--- src/source/loader_pkg.sv ---
// ROM loader definitions
`default_nettype none

package loader_pkg;

	// ########################################################################
	// Widths and download indices
	// ########################################################################
	localparam int ADDR_W       = 25; // Host byte address
	localparam int BYTE_W       = 8;
	localparam int GFX_ADDR_W   = 23; // 32-bit word address
	localparam int PROG_ADDR_W  = 15; // 16-bit word address within a bank
	localparam int LOCAL_ADDR_W = 15;
	localparam int COUNT_W      = 25; // Wide enough for any full address space
	localparam int DIP_BYTES    = 8;

	localparam logic [BYTE_W-1:0] ROM_INDEX    = 8'd0;
	localparam logic [BYTE_W-1:0] GAME_INDEX   = 8'd1;
	localparam logic [BYTE_W-1:0] DIP_INDEX    = 8'd254;
	localparam logic [BYTE_W-1:0] GAME_DEFAULT = 8'd104; // Gauntlet

	// ########################################################################
	// Memory map
	// ########################################################################
	typedef enum logic [3:0] {
		REGION_NONE, // Filler or beyond the last ROM
		REGION_GFX,  // Graphics in interleaved dwords
		REGION_9AB,  // Program banks in interleaved words
		REGION_10AB,
		REGION_7AB,
		REGION_6AB,
		REGION_5AB,
		REGION_3AB,
		REGION_16S,  // Audio as plain bytes
		REGION_16R,
		REGION_6P    // Character ROM
	} rom_region_t;

	// Graphics occupies everything below the first program bank
	localparam logic [ADDR_W-1:0] BASE_9AB  = 25'h0C0000;
	localparam logic [ADDR_W-1:0] BASE_10AB = 25'h0F0000;
	localparam logic [ADDR_W-1:0] BASE_7AB  = 25'h100000;
	localparam logic [ADDR_W-1:0] BASE_6AB  = 25'h110000;
	localparam logic [ADDR_W-1:0] BASE_5AB  = 25'h120000;
	localparam logic [ADDR_W-1:0] BASE_3AB  = 25'h130000;
	localparam logic [ADDR_W-1:0] BASE_16S  = 25'h140000;
	localparam logic [ADDR_W-1:0] BASE_16R  = 25'h148000;
	localparam logic [ADDR_W-1:0] BASE_6P   = 25'h14C000;

	localparam logic [ADDR_W-1:0] SIZE_64K = 25'h010000;
	localparam logic [ADDR_W-1:0] SIZE_32K = 25'h008000;
	localparam logic [ADDR_W-1:0] SIZE_16K = 25'h004000;

	typedef enum logic {
		ST_IDLE,
		ST_LOADING
	} load_state_t;

	function automatic logic is_prog_bank(input rom_region_t region);
		return region inside {REGION_9AB, REGION_10AB, REGION_7AB,
			REGION_6AB, REGION_5AB, REGION_3AB};
	endfunction

	// Regions written one byte at a time
	function automatic logic is_byte_region(input rom_region_t region);
		return region inside {REGION_16S, REGION_16R, REGION_6P};
	endfunction

endpackage

`default_nettype wire

--- src/source/load_fsm.sv ---
// Download session FSM
`default_nettype none

module load_fsm (
	input  wire logic clk_sys,
	input  wire logic arst_n,
	input  wire logic dl_active, // Host session level
	output logic      load_start, // First active cycle
	output logic      load_done   // One cycle after the session ends
);

	loader_pkg::load_state_t state;

	// Start is seen in the same cycle as the first byte
	assign load_start = (state == loader_pkg::ST_IDLE) && dl_active;

	always_ff @(posedge clk_sys or negedge arst_n) begin
		if (!arst_n) begin
			state     <= loader_pkg::ST_IDLE;
			load_done <= 1'b0;
		end else begin
			load_done <= 1'b0; // Pulse only
			case (state)
				loader_pkg::ST_IDLE: begin
					if (dl_active) begin
						state <= loader_pkg::ST_LOADING;
					end
				end
				loader_pkg::ST_LOADING: begin
					// Session closed by host
					if (!dl_active) begin
						state     <= loader_pkg::ST_IDLE;
						load_done <= 1'b1;
					end
				end
				default: begin
					state <= loader_pkg::ST_IDLE;
				end
			endcase
		end
	end

endmodule

`default_nettype wire

--- src/source/byte_counter.sv ---
// Session ROM byte counter
`default_nettype none

module byte_counter (
	input  wire logic                       clk_sys,
	input  wire logic                       arst_n,
	input  wire logic                       load_start,
	input  wire logic                       rom_byte, // Accepted ROM byte
	output logic [loader_pkg::COUNT_W-1:0] byte_count
);

	always_ff @(posedge clk_sys or negedge arst_n) begin
		if (!arst_n) begin
			byte_count <= '0;
		end else if (load_start) begin
			// A byte in the start cycle already counts
			byte_count <= {{(loader_pkg::COUNT_W-1){1'b0}}, rom_byte};
		end else if (rom_byte && !(&byte_count)) begin
			byte_count <= byte_count + 1'b1; // Saturates at all ones
		end
	end

endmodule

`default_nettype wire

--- src/source/region_decoder.sv ---
// ROM region decoder
`default_nettype none

module region_decoder (
	input  wire logic                            dl_active,
	input  wire logic                            dl_wr,
	input  wire logic [loader_pkg::BYTE_W-1:0]  dl_index,
	input  wire logic [loader_pkg::ADDR_W-1:0]  dl_addr,
	output logic                                 rom_byte,
	output loader_pkg::rom_region_t              region,
	output logic [loader_pkg::LOCAL_ADDR_W-1:0] local_addr
);

	logic [loader_pkg::ADDR_W-1:0] base;
	logic [loader_pkg::ADDR_W-1:0] size;
	logic [loader_pkg::ADDR_W-1:0] offset;

	function automatic logic in_window(
		input logic [loader_pkg::ADDR_W-1:0] addr,
		input logic [loader_pkg::ADDR_W-1:0] win_base,
		input logic [loader_pkg::ADDR_W-1:0] win_size
	);
		return (addr >= win_base) && (addr < win_base + win_size);
	endfunction

	assign rom_byte = dl_wr && dl_active && (dl_index == loader_pkg::ROM_INDEX);

	// First matching window wins
	always_comb begin
		region = loader_pkg::REGION_NONE;
		base   = '0;
		size   = '0;
		if (dl_addr < loader_pkg::BASE_9AB) begin
			region = loader_pkg::REGION_GFX;
		end else if (in_window(dl_addr, loader_pkg::BASE_9AB, loader_pkg::SIZE_64K)) begin
			region = loader_pkg::REGION_9AB;
			base   = loader_pkg::BASE_9AB;
			size   = loader_pkg::SIZE_64K;
		end else if (in_window(dl_addr, loader_pkg::BASE_10AB, loader_pkg::SIZE_32K)) begin
			region = loader_pkg::REGION_10AB; // Upper half is filler
			base   = loader_pkg::BASE_10AB;
			size   = loader_pkg::SIZE_32K;
		end else if (in_window(dl_addr, loader_pkg::BASE_7AB, loader_pkg::SIZE_64K)) begin
			region = loader_pkg::REGION_7AB;
			base   = loader_pkg::BASE_7AB;
			size   = loader_pkg::SIZE_64K;
		end else if (in_window(dl_addr, loader_pkg::BASE_6AB, loader_pkg::SIZE_64K)) begin
			region = loader_pkg::REGION_6AB;
			base   = loader_pkg::BASE_6AB;
			size   = loader_pkg::SIZE_64K;
		end else if (in_window(dl_addr, loader_pkg::BASE_5AB, loader_pkg::SIZE_64K)) begin
			region = loader_pkg::REGION_5AB;
			base   = loader_pkg::BASE_5AB;
			size   = loader_pkg::SIZE_64K;
		end else if (in_window(dl_addr, loader_pkg::BASE_3AB, loader_pkg::SIZE_64K)) begin
			region = loader_pkg::REGION_3AB;
			base   = loader_pkg::BASE_3AB;
			size   = loader_pkg::SIZE_64K;
		end else if (in_window(dl_addr, loader_pkg::BASE_16S, loader_pkg::SIZE_32K)) begin
			region = loader_pkg::REGION_16S;
			base   = loader_pkg::BASE_16S;
			size   = loader_pkg::SIZE_32K;
		end else if (in_window(dl_addr, loader_pkg::BASE_16R, loader_pkg::SIZE_16K)) begin
			region = loader_pkg::REGION_16R;
			base   = loader_pkg::BASE_16R;
			size   = loader_pkg::SIZE_16K;
		end else if (in_window(dl_addr, loader_pkg::BASE_6P, loader_pkg::SIZE_16K)) begin
			region = loader_pkg::REGION_6P;
			base   = loader_pkg::BASE_6P;
			size   = loader_pkg::SIZE_16K;
		end
	end

	// Offset masked to the window size
	assign offset = (dl_addr - base) & (size - 1'b1);

	always_comb begin
		if (loader_pkg::is_prog_bank(region)) begin
			local_addr = offset[loader_pkg::LOCAL_ADDR_W:1]; // Word offset
		end else if (loader_pkg::is_byte_region(region)) begin
			local_addr = offset[loader_pkg::LOCAL_ADDR_W-1:0];
		end else begin
			local_addr = '0; // Graphics uses the full address
		end
	end

endmodule

`default_nettype wire

--- src/source/byte_packer.sv ---
// Byte to word packer
`default_nettype none

module byte_packer (
	input  wire logic                            clk_sys,
	input  wire logic                            arst_n,
	input  wire logic                            load_start,
	input  wire logic                            rom_byte,
	input  wire loader_pkg::rom_region_t         region,
	input  wire logic [loader_pkg::LOCAL_ADDR_W-1:0] local_addr,
	input  wire logic [loader_pkg::ADDR_W-1:0]  dl_addr,
	input  wire logic [loader_pkg::BYTE_W-1:0]  dl_data,
	output logic                                 gfx_we,
	output logic [loader_pkg::GFX_ADDR_W-1:0]   gfx_addr,
	output logic [4*loader_pkg::BYTE_W-1:0]     gfx_data,
	output logic                                 prog_we,
	output loader_pkg::rom_region_t              prog_bank,
	output logic [loader_pkg::PROG_ADDR_W-1:0]  prog_addr,
	output logic [2*loader_pkg::BYTE_W-1:0]     prog_data,
	output logic                                 byte_we,
	output loader_pkg::rom_region_t              byte_region,
	output logic [loader_pkg::LOCAL_ADDR_W-1:0] byte_addr,
	output logic [loader_pkg::BYTE_W-1:0]       byte_data
);

	logic [3*loader_pkg::BYTE_W-1:0] acc;  // Last three ROM bytes with the oldest on top
	logic [3*loader_pkg::BYTE_W-1:0] hist; // History seen by this byte
	logic gfx_hit;
	logic prog_hit;
	logic byte_hit;

	assign hist = load_start ? '0 : acc;

	// Last byte of each dword or word completes the write
	assign gfx_hit  = rom_byte && (region == loader_pkg::REGION_GFX) && (&dl_addr[1:0]);
	assign prog_hit = rom_byte && loader_pkg::is_prog_bank(region) && dl_addr[0];
	assign byte_hit = rom_byte && loader_pkg::is_byte_region(region);

	always_ff @(posedge clk_sys or negedge arst_n) begin
		if (!arst_n) begin
			gfx_we  <= 1'b0;
			prog_we <= 1'b0;
			byte_we <= 1'b0;
		end else begin
			gfx_we  <= gfx_hit;
			prog_we <= prog_hit;
			byte_we <= byte_hit;
		end
	end

	always_ff @(posedge clk_sys) begin
		// Filler bytes shift in too
		if (rom_byte || load_start) begin
			acc <= rom_byte ? {hist[2*loader_pkg::BYTE_W-1:0], dl_data} : '0;
		end
		if (gfx_hit) begin
			gfx_addr <= dl_addr[loader_pkg::ADDR_W-1:2];
			gfx_data <= {hist, dl_data};
		end
		if (prog_hit) begin
			prog_bank <= region;
			prog_addr <= local_addr;
			prog_data <= {hist[loader_pkg::BYTE_W-1:0], dl_data}; // Even byte high
		end
		if (byte_hit) begin
			byte_region <= region;
			byte_addr   <= local_addr;
			byte_data   <= dl_data;
		end
	end

endmodule

`default_nettype wire

--- src/source/config_regs.sv ---
// DIP switch and game type registers
`default_nettype none

module config_regs (
	input  wire logic                                        clk_sys,
	input  wire logic                                        arst_n,
	input  wire logic                                        dl_wr,
	input  wire logic [loader_pkg::BYTE_W-1:0]              dl_index,
	input  wire logic [loader_pkg::ADDR_W-1:0]              dl_addr,
	input  wire logic [loader_pkg::BYTE_W-1:0]              dl_data,
	output logic [loader_pkg::DIP_BYTES*loader_pkg::BYTE_W-1:0] dip_sw,
	output logic [loader_pkg::BYTE_W-1:0]                   game_type
);

	localparam int LANE_W = $clog2(loader_pkg::DIP_BYTES);

	logic dip_hit;

	// Only the first eight addresses hold switch banks
	assign dip_hit = dl_wr && (dl_index == loader_pkg::DIP_INDEX)
		&& (dl_addr[loader_pkg::ADDR_W-1:LANE_W] == '0);

	always_ff @(posedge clk_sys or negedge arst_n) begin
		if (!arst_n) begin
			dip_sw    <= '0;
			game_type <= loader_pkg::GAME_DEFAULT;
		end else begin
			if (dip_hit) begin
				dip_sw[dl_addr[LANE_W-1:0]*loader_pkg::BYTE_W +: loader_pkg::BYTE_W] <= dl_data;
			end
			if (dl_wr && (dl_index == loader_pkg::GAME_INDEX)) begin
				game_type <= dl_data; // Selects slapstic and PROM set
			end
		end
	end

endmodule

`default_nettype wire

--- src/source/rom_loader.sv ---
// ROM download loader
`default_nettype none

module rom_loader (
	input  wire logic                                            clk_sys,
	input  wire logic                                            arst_n,
	input  wire logic                                            dl_active,
	input  wire logic                                            dl_wr,
	input  wire logic [loader_pkg::BYTE_W-1:0]                  dl_index,
	input  wire logic [loader_pkg::ADDR_W-1:0]                  dl_addr,
	input  wire logic [loader_pkg::BYTE_W-1:0]                  dl_data,
	output logic                                                 gfx_we,
	output logic [loader_pkg::GFX_ADDR_W-1:0]                   gfx_addr,
	output logic [4*loader_pkg::BYTE_W-1:0]                     gfx_data,
	output logic                                                 prog_we,
	output loader_pkg::rom_region_t                              prog_bank,
	output logic [loader_pkg::PROG_ADDR_W-1:0]                  prog_addr,
	output logic [2*loader_pkg::BYTE_W-1:0]                     prog_data,
	output logic                                                 byte_we,
	output loader_pkg::rom_region_t                              byte_region,
	output logic [loader_pkg::LOCAL_ADDR_W-1:0]                 byte_addr,
	output logic [loader_pkg::BYTE_W-1:0]                       byte_data,
	output logic [loader_pkg::DIP_BYTES*loader_pkg::BYTE_W-1:0] dip_sw,
	output logic [loader_pkg::BYTE_W-1:0]                       game_type,
	output logic [loader_pkg::COUNT_W-1:0]                      byte_count,
	output logic                                                 load_done
);

	logic                                 load_start;
	logic                                 rom_byte;   // Accepted ROM byte this cycle
	loader_pkg::rom_region_t              region;
	logic [loader_pkg::LOCAL_ADDR_W-1:0] local_addr;

	// ########################################################################
	// Session control
	// ########################################################################
	load_fsm load_fsm_i (
		.clk_sys    (clk_sys),
		.arst_n     (arst_n),
		.dl_active  (dl_active),
		.load_start (load_start),
		.load_done  (load_done)
	);

	byte_counter byte_counter_i (
		.clk_sys    (clk_sys),
		.arst_n     (arst_n),
		.load_start (load_start),
		.rom_byte   (rom_byte),
		.byte_count (byte_count)
	);

	// ########################################################################
	// ROM data path
	// ########################################################################
	region_decoder region_decoder_i (
		.dl_active  (dl_active),
		.dl_wr      (dl_wr),
		.dl_index   (dl_index),
		.dl_addr    (dl_addr),
		.rom_byte   (rom_byte),
		.region     (region),
		.local_addr (local_addr)
	);

	byte_packer byte_packer_i (
		.clk_sys     (clk_sys),
		.arst_n      (arst_n),
		.load_start  (load_start),
		.rom_byte    (rom_byte),
		.region      (region),
		.local_addr  (local_addr),
		.dl_addr     (dl_addr),
		.dl_data     (dl_data),
		.gfx_we      (gfx_we),
		.gfx_addr    (gfx_addr),
		.gfx_data    (gfx_data),
		.prog_we     (prog_we),
		.prog_bank   (prog_bank),
		.prog_addr   (prog_addr),
		.prog_data   (prog_data),
		.byte_we     (byte_we),
		.byte_region (byte_region),
		.byte_addr   (byte_addr),
		.byte_data   (byte_data)
	);

	// Config writes work with or without a session
	config_regs config_regs_i (
		.clk_sys   (clk_sys),
		.arst_n    (arst_n),
		.dl_wr     (dl_wr),
		.dl_index  (dl_index),
		.dl_addr   (dl_addr),
		.dl_data   (dl_data),
		.dip_sw    (dip_sw),
		.game_type (game_type)
	);

endmodule

`default_nettype wire

--- config.mk ---
export PLATFORM = sky130hd
export DESIGN_NAME = rom_loader
export DESIGN_NICKNAME = d
export VERILOG_FILES = /design/src/source/loader_pkg.sv /design/src/source/load_fsm.sv /design/src/source/byte_counter.sv /design/src/source/region_decoder.sv /design/src/source/byte_packer.sv /design/src/source/config_regs.sv /design/src/source/rom_loader.sv
export SDC_FILE = /design/constraint.sdc
export NUM_CORES = 1
export LEC_CHECK = 0
export BUFFER_PORTS_ARGS = -buffer_cell sky130_fd_sc_hd__clkbuf_2
export CAP_MARGIN = 20
export CORE_MARGIN = 2
export CORE_UTILIZATION = 51
export CTS_BUF_LIST = sky130_fd_sc_hd__clkbuf_8
export CTS_CLUSTER_SIZE = 30
export DETAILED_ROUTE_END_ITERATION = 6
export GPL_ROUTABILITY_DRIVEN = 1
export GPL_TIMING_DRIVEN = 0
export PLACE_DENSITY = 0.78
export SLEW_MARGIN = 40
export SYNTH_ARGS = -nofsm -noshare
export SYNTH_HDL_FRONTEND = slang
export SYNTH_SLANG_ARGS = --single-unit
--- constraint.sdc ---
create_clock -name clk_sys -period 2.7 [get_ports clk_sys]
set_input_delay 0.135 -clock clk_sys [delete_from_list [all_inputs] [get_ports clk_sys]]
set_output_delay 0.135 -clock clk_sys [all_outputs]
set_load 0.05 [all_outputs]
==> results.yml <==
outcome:
  status: "finished, final reports clean"
timing:
  finalClockSkew_ns: 0.0167
  period_needed_ns: 2.59
  fin_hold_ws_ns: 0.0568
  max_slew.worst_pin.slew_ns: 0.784
  max_freq_mhz: 386
  rsz0062_at_grt: "false"
  setup_viol: 0
  hold_viol: 0
  max-slew-margin-rel: 0.472
  layout_worst_path_cycle_share: 0.960
  drv_slew: 0
  finalSetupTns_ns: 0
  layout_setup_ws_ns: 0.108
die:
  fp.coreArea_um2: 18500
  start_util: 0.516
  die_x_um: 141
  die-area_um2: 19900
  die_y_um: 141
  boundaryPins: 263
  rows: 50
placement:
  portBuffers: 262
  post-place-ws_ns: -0.361
  dp_hpwl_um: 16300
  place.gp.congestion: 0.887
  numPlacedInstances: 1119
finish:
  final_nets: 1003
  antenna_cells: 0
  fillers: 1350
  multi_input_area_um2: 2730
  final_cells: 1214
  drive_above_1_share: 0.428
  register_area_um2: 6790
  syn_to_final_growth_pct: 29.2
logic_synthesis:
  synth_seq_cells: 243
  synth_cells: 618
  synthDistinctLibCells: 54
  syn_area_per_cell_um2: 15.5
  synth_area_leaders: "edfxtp_1, dfrtp_1, mux2_2"
  synth.top_cell.area_share: 0.443
  async_reset_ff_frac: 0.420
  syn-cell-area_um2: 9560
  synth.yosys.seq_area_share: 0.710
  synth-edff-count: 141
  ys.flop_type: "edfxtp_1"
  yosys_warnings: 0
  synth_top_area_cell: "edfxtp_1"
  synth_nets: 668
worst_setup_path:
  critPathMaxFanout: 18
  reg2regPathDepth: 7
  slowest_delay_ns: 0.54
  worstSetupPathType: "input pin to register"
  critical_path_arrival_ns: 2.77
  critPathLaunchType: "input pin"
  cp.depth: 8
  end_kind: "register"
  cp_num_buf_inv: 3
  crit_slowest_cell: "dlygate4sd3_1"
  cp.required_ns: 2.88
  path_delay_family: "buffers and inverters"
  path_cells: "dlygate4sd3_1 -> clkbuf_2 -> nand2b_1 -> o22a_1 -> o21ai_0 -> and2_1 -> clkbuf_1 -> and3_4"
clock_network:
  insertion_delay_ns: 0.52
  cts_tree: "yes"
  path_clk_slew_ns: 0.06
  clockBufferDepth: 3
  cts-htree-levels: 2
  numCtsBuffers: 40
  cts.sinks: 243
  cts_setup_buffers: 0
  root_buffer: "clkbuf_8"
power_and_ir_drop:
  p_leak_nw: 5.54
  p_total_mw: 7.21
  pwr-share-clk: 0.411
  peakVddDrop_mv: 0.420
  p_sw_mw: 1.59
  p_int_mw: 5.62
  p_comb_frac: 0.041
  seq_power_share: 0.548
  switching_share: 0.221
  power.density_nw_per_um2: 584
global_routing:
  globalRouteOverflowTotal: 0
  grt_max_degree: 71
  grt_pass1_vias: 6647
  grt_usage: 0.238
  grt_pass1_wl_um: 36600
  antenna_found_initial: 0
drt:
  drt-pass1-iter-count: 5
  routed_wl_um: 24100
  final_antenna_net_count: 0
  drt-initial-drc-count: 442
  wl_per_cell_um: 19.9
  drc: 0
  viasPerCell: 5.51
  vias: 6684
worst_hold_path:
  hp-class: "input pin to register"
  hold_depth: 2
job:
  maxCapViolCount: 0
[cell families after synthesis]
group           after synthesis  share of synthesized area
flops                       243                      0.710
buf+inv                      32                     0.0143
xor+xnor                      8                    0.00733
mux                          72                     0.0911
compound gates               62                     0.0441
simple gates                196                      0.126
fa+ha+maj                     5                    0.00654
[area by class of cell]
type	instances	area share
Clock buffer	47	0.0524
Sequential cell	243	0.550
Timing Repair Buffer	292	0.133
Clock inverter	22	0.00740
Tap cell	234	0.0237
Inverter	8	0.00243
Buffer	24	0.0102
Multi-Input combinational cell	344	0.221
[cell usage after synthesis (14+ instances only)]
| cell | number |
|---|---|
| dfrtp_1 | 99 |
| nand3_1 | 16 |
| and2_1 | 45 |
| edfxtp_1 | 141 |
| nand2_1 | 22 |
| a22o_1 | 14 |
| a21oi_1 | 18 |
| and3_1 | 24 |
| mux2_4 | 16 |
| nor2_1 | 19 |
| clkbuf_1 | 20 |
| mux2_2 | 54 |
[flip-flops by register name (all words and copies together) (netlist names), 4 cells and up]
signal	flops
config_regs_i.dip_sw	64
byte_packer_i.byte_region	4
byte_packer_i.prog_addr	15
byte_packer_i.prog_data	16
byte_packer_i.acc	24
config_regs_i.game_type	8
byte_packer_i.byte_data	8
byte_counter_i.byte_count	25
byte_packer_i.gfx_addr	23
byte_packer_i.byte_addr	15
byte_packer_i.gfx_data	32
byte_packer_i.prog_bank	4
[power groups by stage]
stage          combinational (mW)  sequential, mW  clock, mW
2_1_floorplan              0.0782            4.05          0
3_3_place_gp                0.249            4.03          0
3_5_place_dp                0.263            4.03          0
4_1_cts                     0.293            3.95       3.01
5_1_grt                     0.319            3.95       3.16
6_report                    0.294            3.95       2.96
[layer usage]
metal | GRT usage | wire (um) | vias up | share of wire
li1 | - | - | 2999 | -
met4 | 0.0979 | 782 | 0 | 0.032
met2 | 0.400 | 12000 | 304 | 0.50
met5 | 0 | 0 | - | 0
met1 | 0.301 | 9580 | 3317 | 0.40
met3 | 0.0547 | 1820 | 64 | 0.075
[worst reg2reg max path: cells and delay by family (launching register included)]
kind	cells	cell delay (ns)
DFF	1	0.42
AOI/OAI and AO/OA	3	0.65
and+or+nand+nor	2	0.63
buffers and inverters	1	0.43
adders and majority gates	1	0.30
[placed cells by master (no fill, tap or decap), types with 7 or more instances in the layout]
cell type,netlist,layout
and3_1,24,23
or4_1,7,7
dlygate4sd3_1,0,25
a22o_1,14,14
clkbuf_1,20,18
a21oi_1,18,18
o31ai_1,7,7
mux2_4,16,16
nor2_1,19,19
nor4_1,11,8
nand2_1,22,21
edfxtp_1,141,141
nand3_1,16,16
o21ai_0,11,11
dfrtp_1,99,99
mux2_2,54,54
clkbuf_8,0,50
xnor2_1,8,8
clkbuf_2,0,261
nand4_1,10,10
inv_1,8,24
and2_1,45,44
[final timing paths]
kind	start	to	slack [ns]
setup / recovery	dl_addr[19]	byte_packer_i.prog_data[5]$_DFFE_PP_	0.11
hold / removal	dl_addr[1]	byte_packer_i.prog_addr[0]$_DFFE_PP_	0.06
setup reg to reg	byte_counter_i.byte_count[0]$_DFFE_PN0P_	byte_counter_i.byte_count[13]$_DFFE_PN0P_	0.20
hold reg to reg	config_regs_i.dip_sw[52]$_DFFE_PN0P_	config_regs_i.dip_sw[52]$_DFFE_PN0P_	0.49
max in group asynchronous	arst_n	config_regs_i.game_type[6]$_DFFE_PN1P_	1.94
min in group asynchronous	arst_n	byte_counter_i.byte_count[14]$_DFFE_PN0P_	0.11
[stage by stage]
stage / instance area, um^2 / utilization
2_1_floorplan: 9620 / -
6_report: 12300 / 0.667
3_5_place_dp: 11300 / 0.611
4_1_cts: 12300 / 0.665
5_1_grt: 12300 / 0.667
3_3_place_gp: 11200 / 0.606
[timing repair]
item | in CTS | in global routing
hold buffers | 25 | 0
resized for setup | 0 | 5
endpoints found under the hold margin | 150 | 0
endpoints found under the setup margin | 0 | 72
No activity file was read; power rests on OpenSTA's default activity.
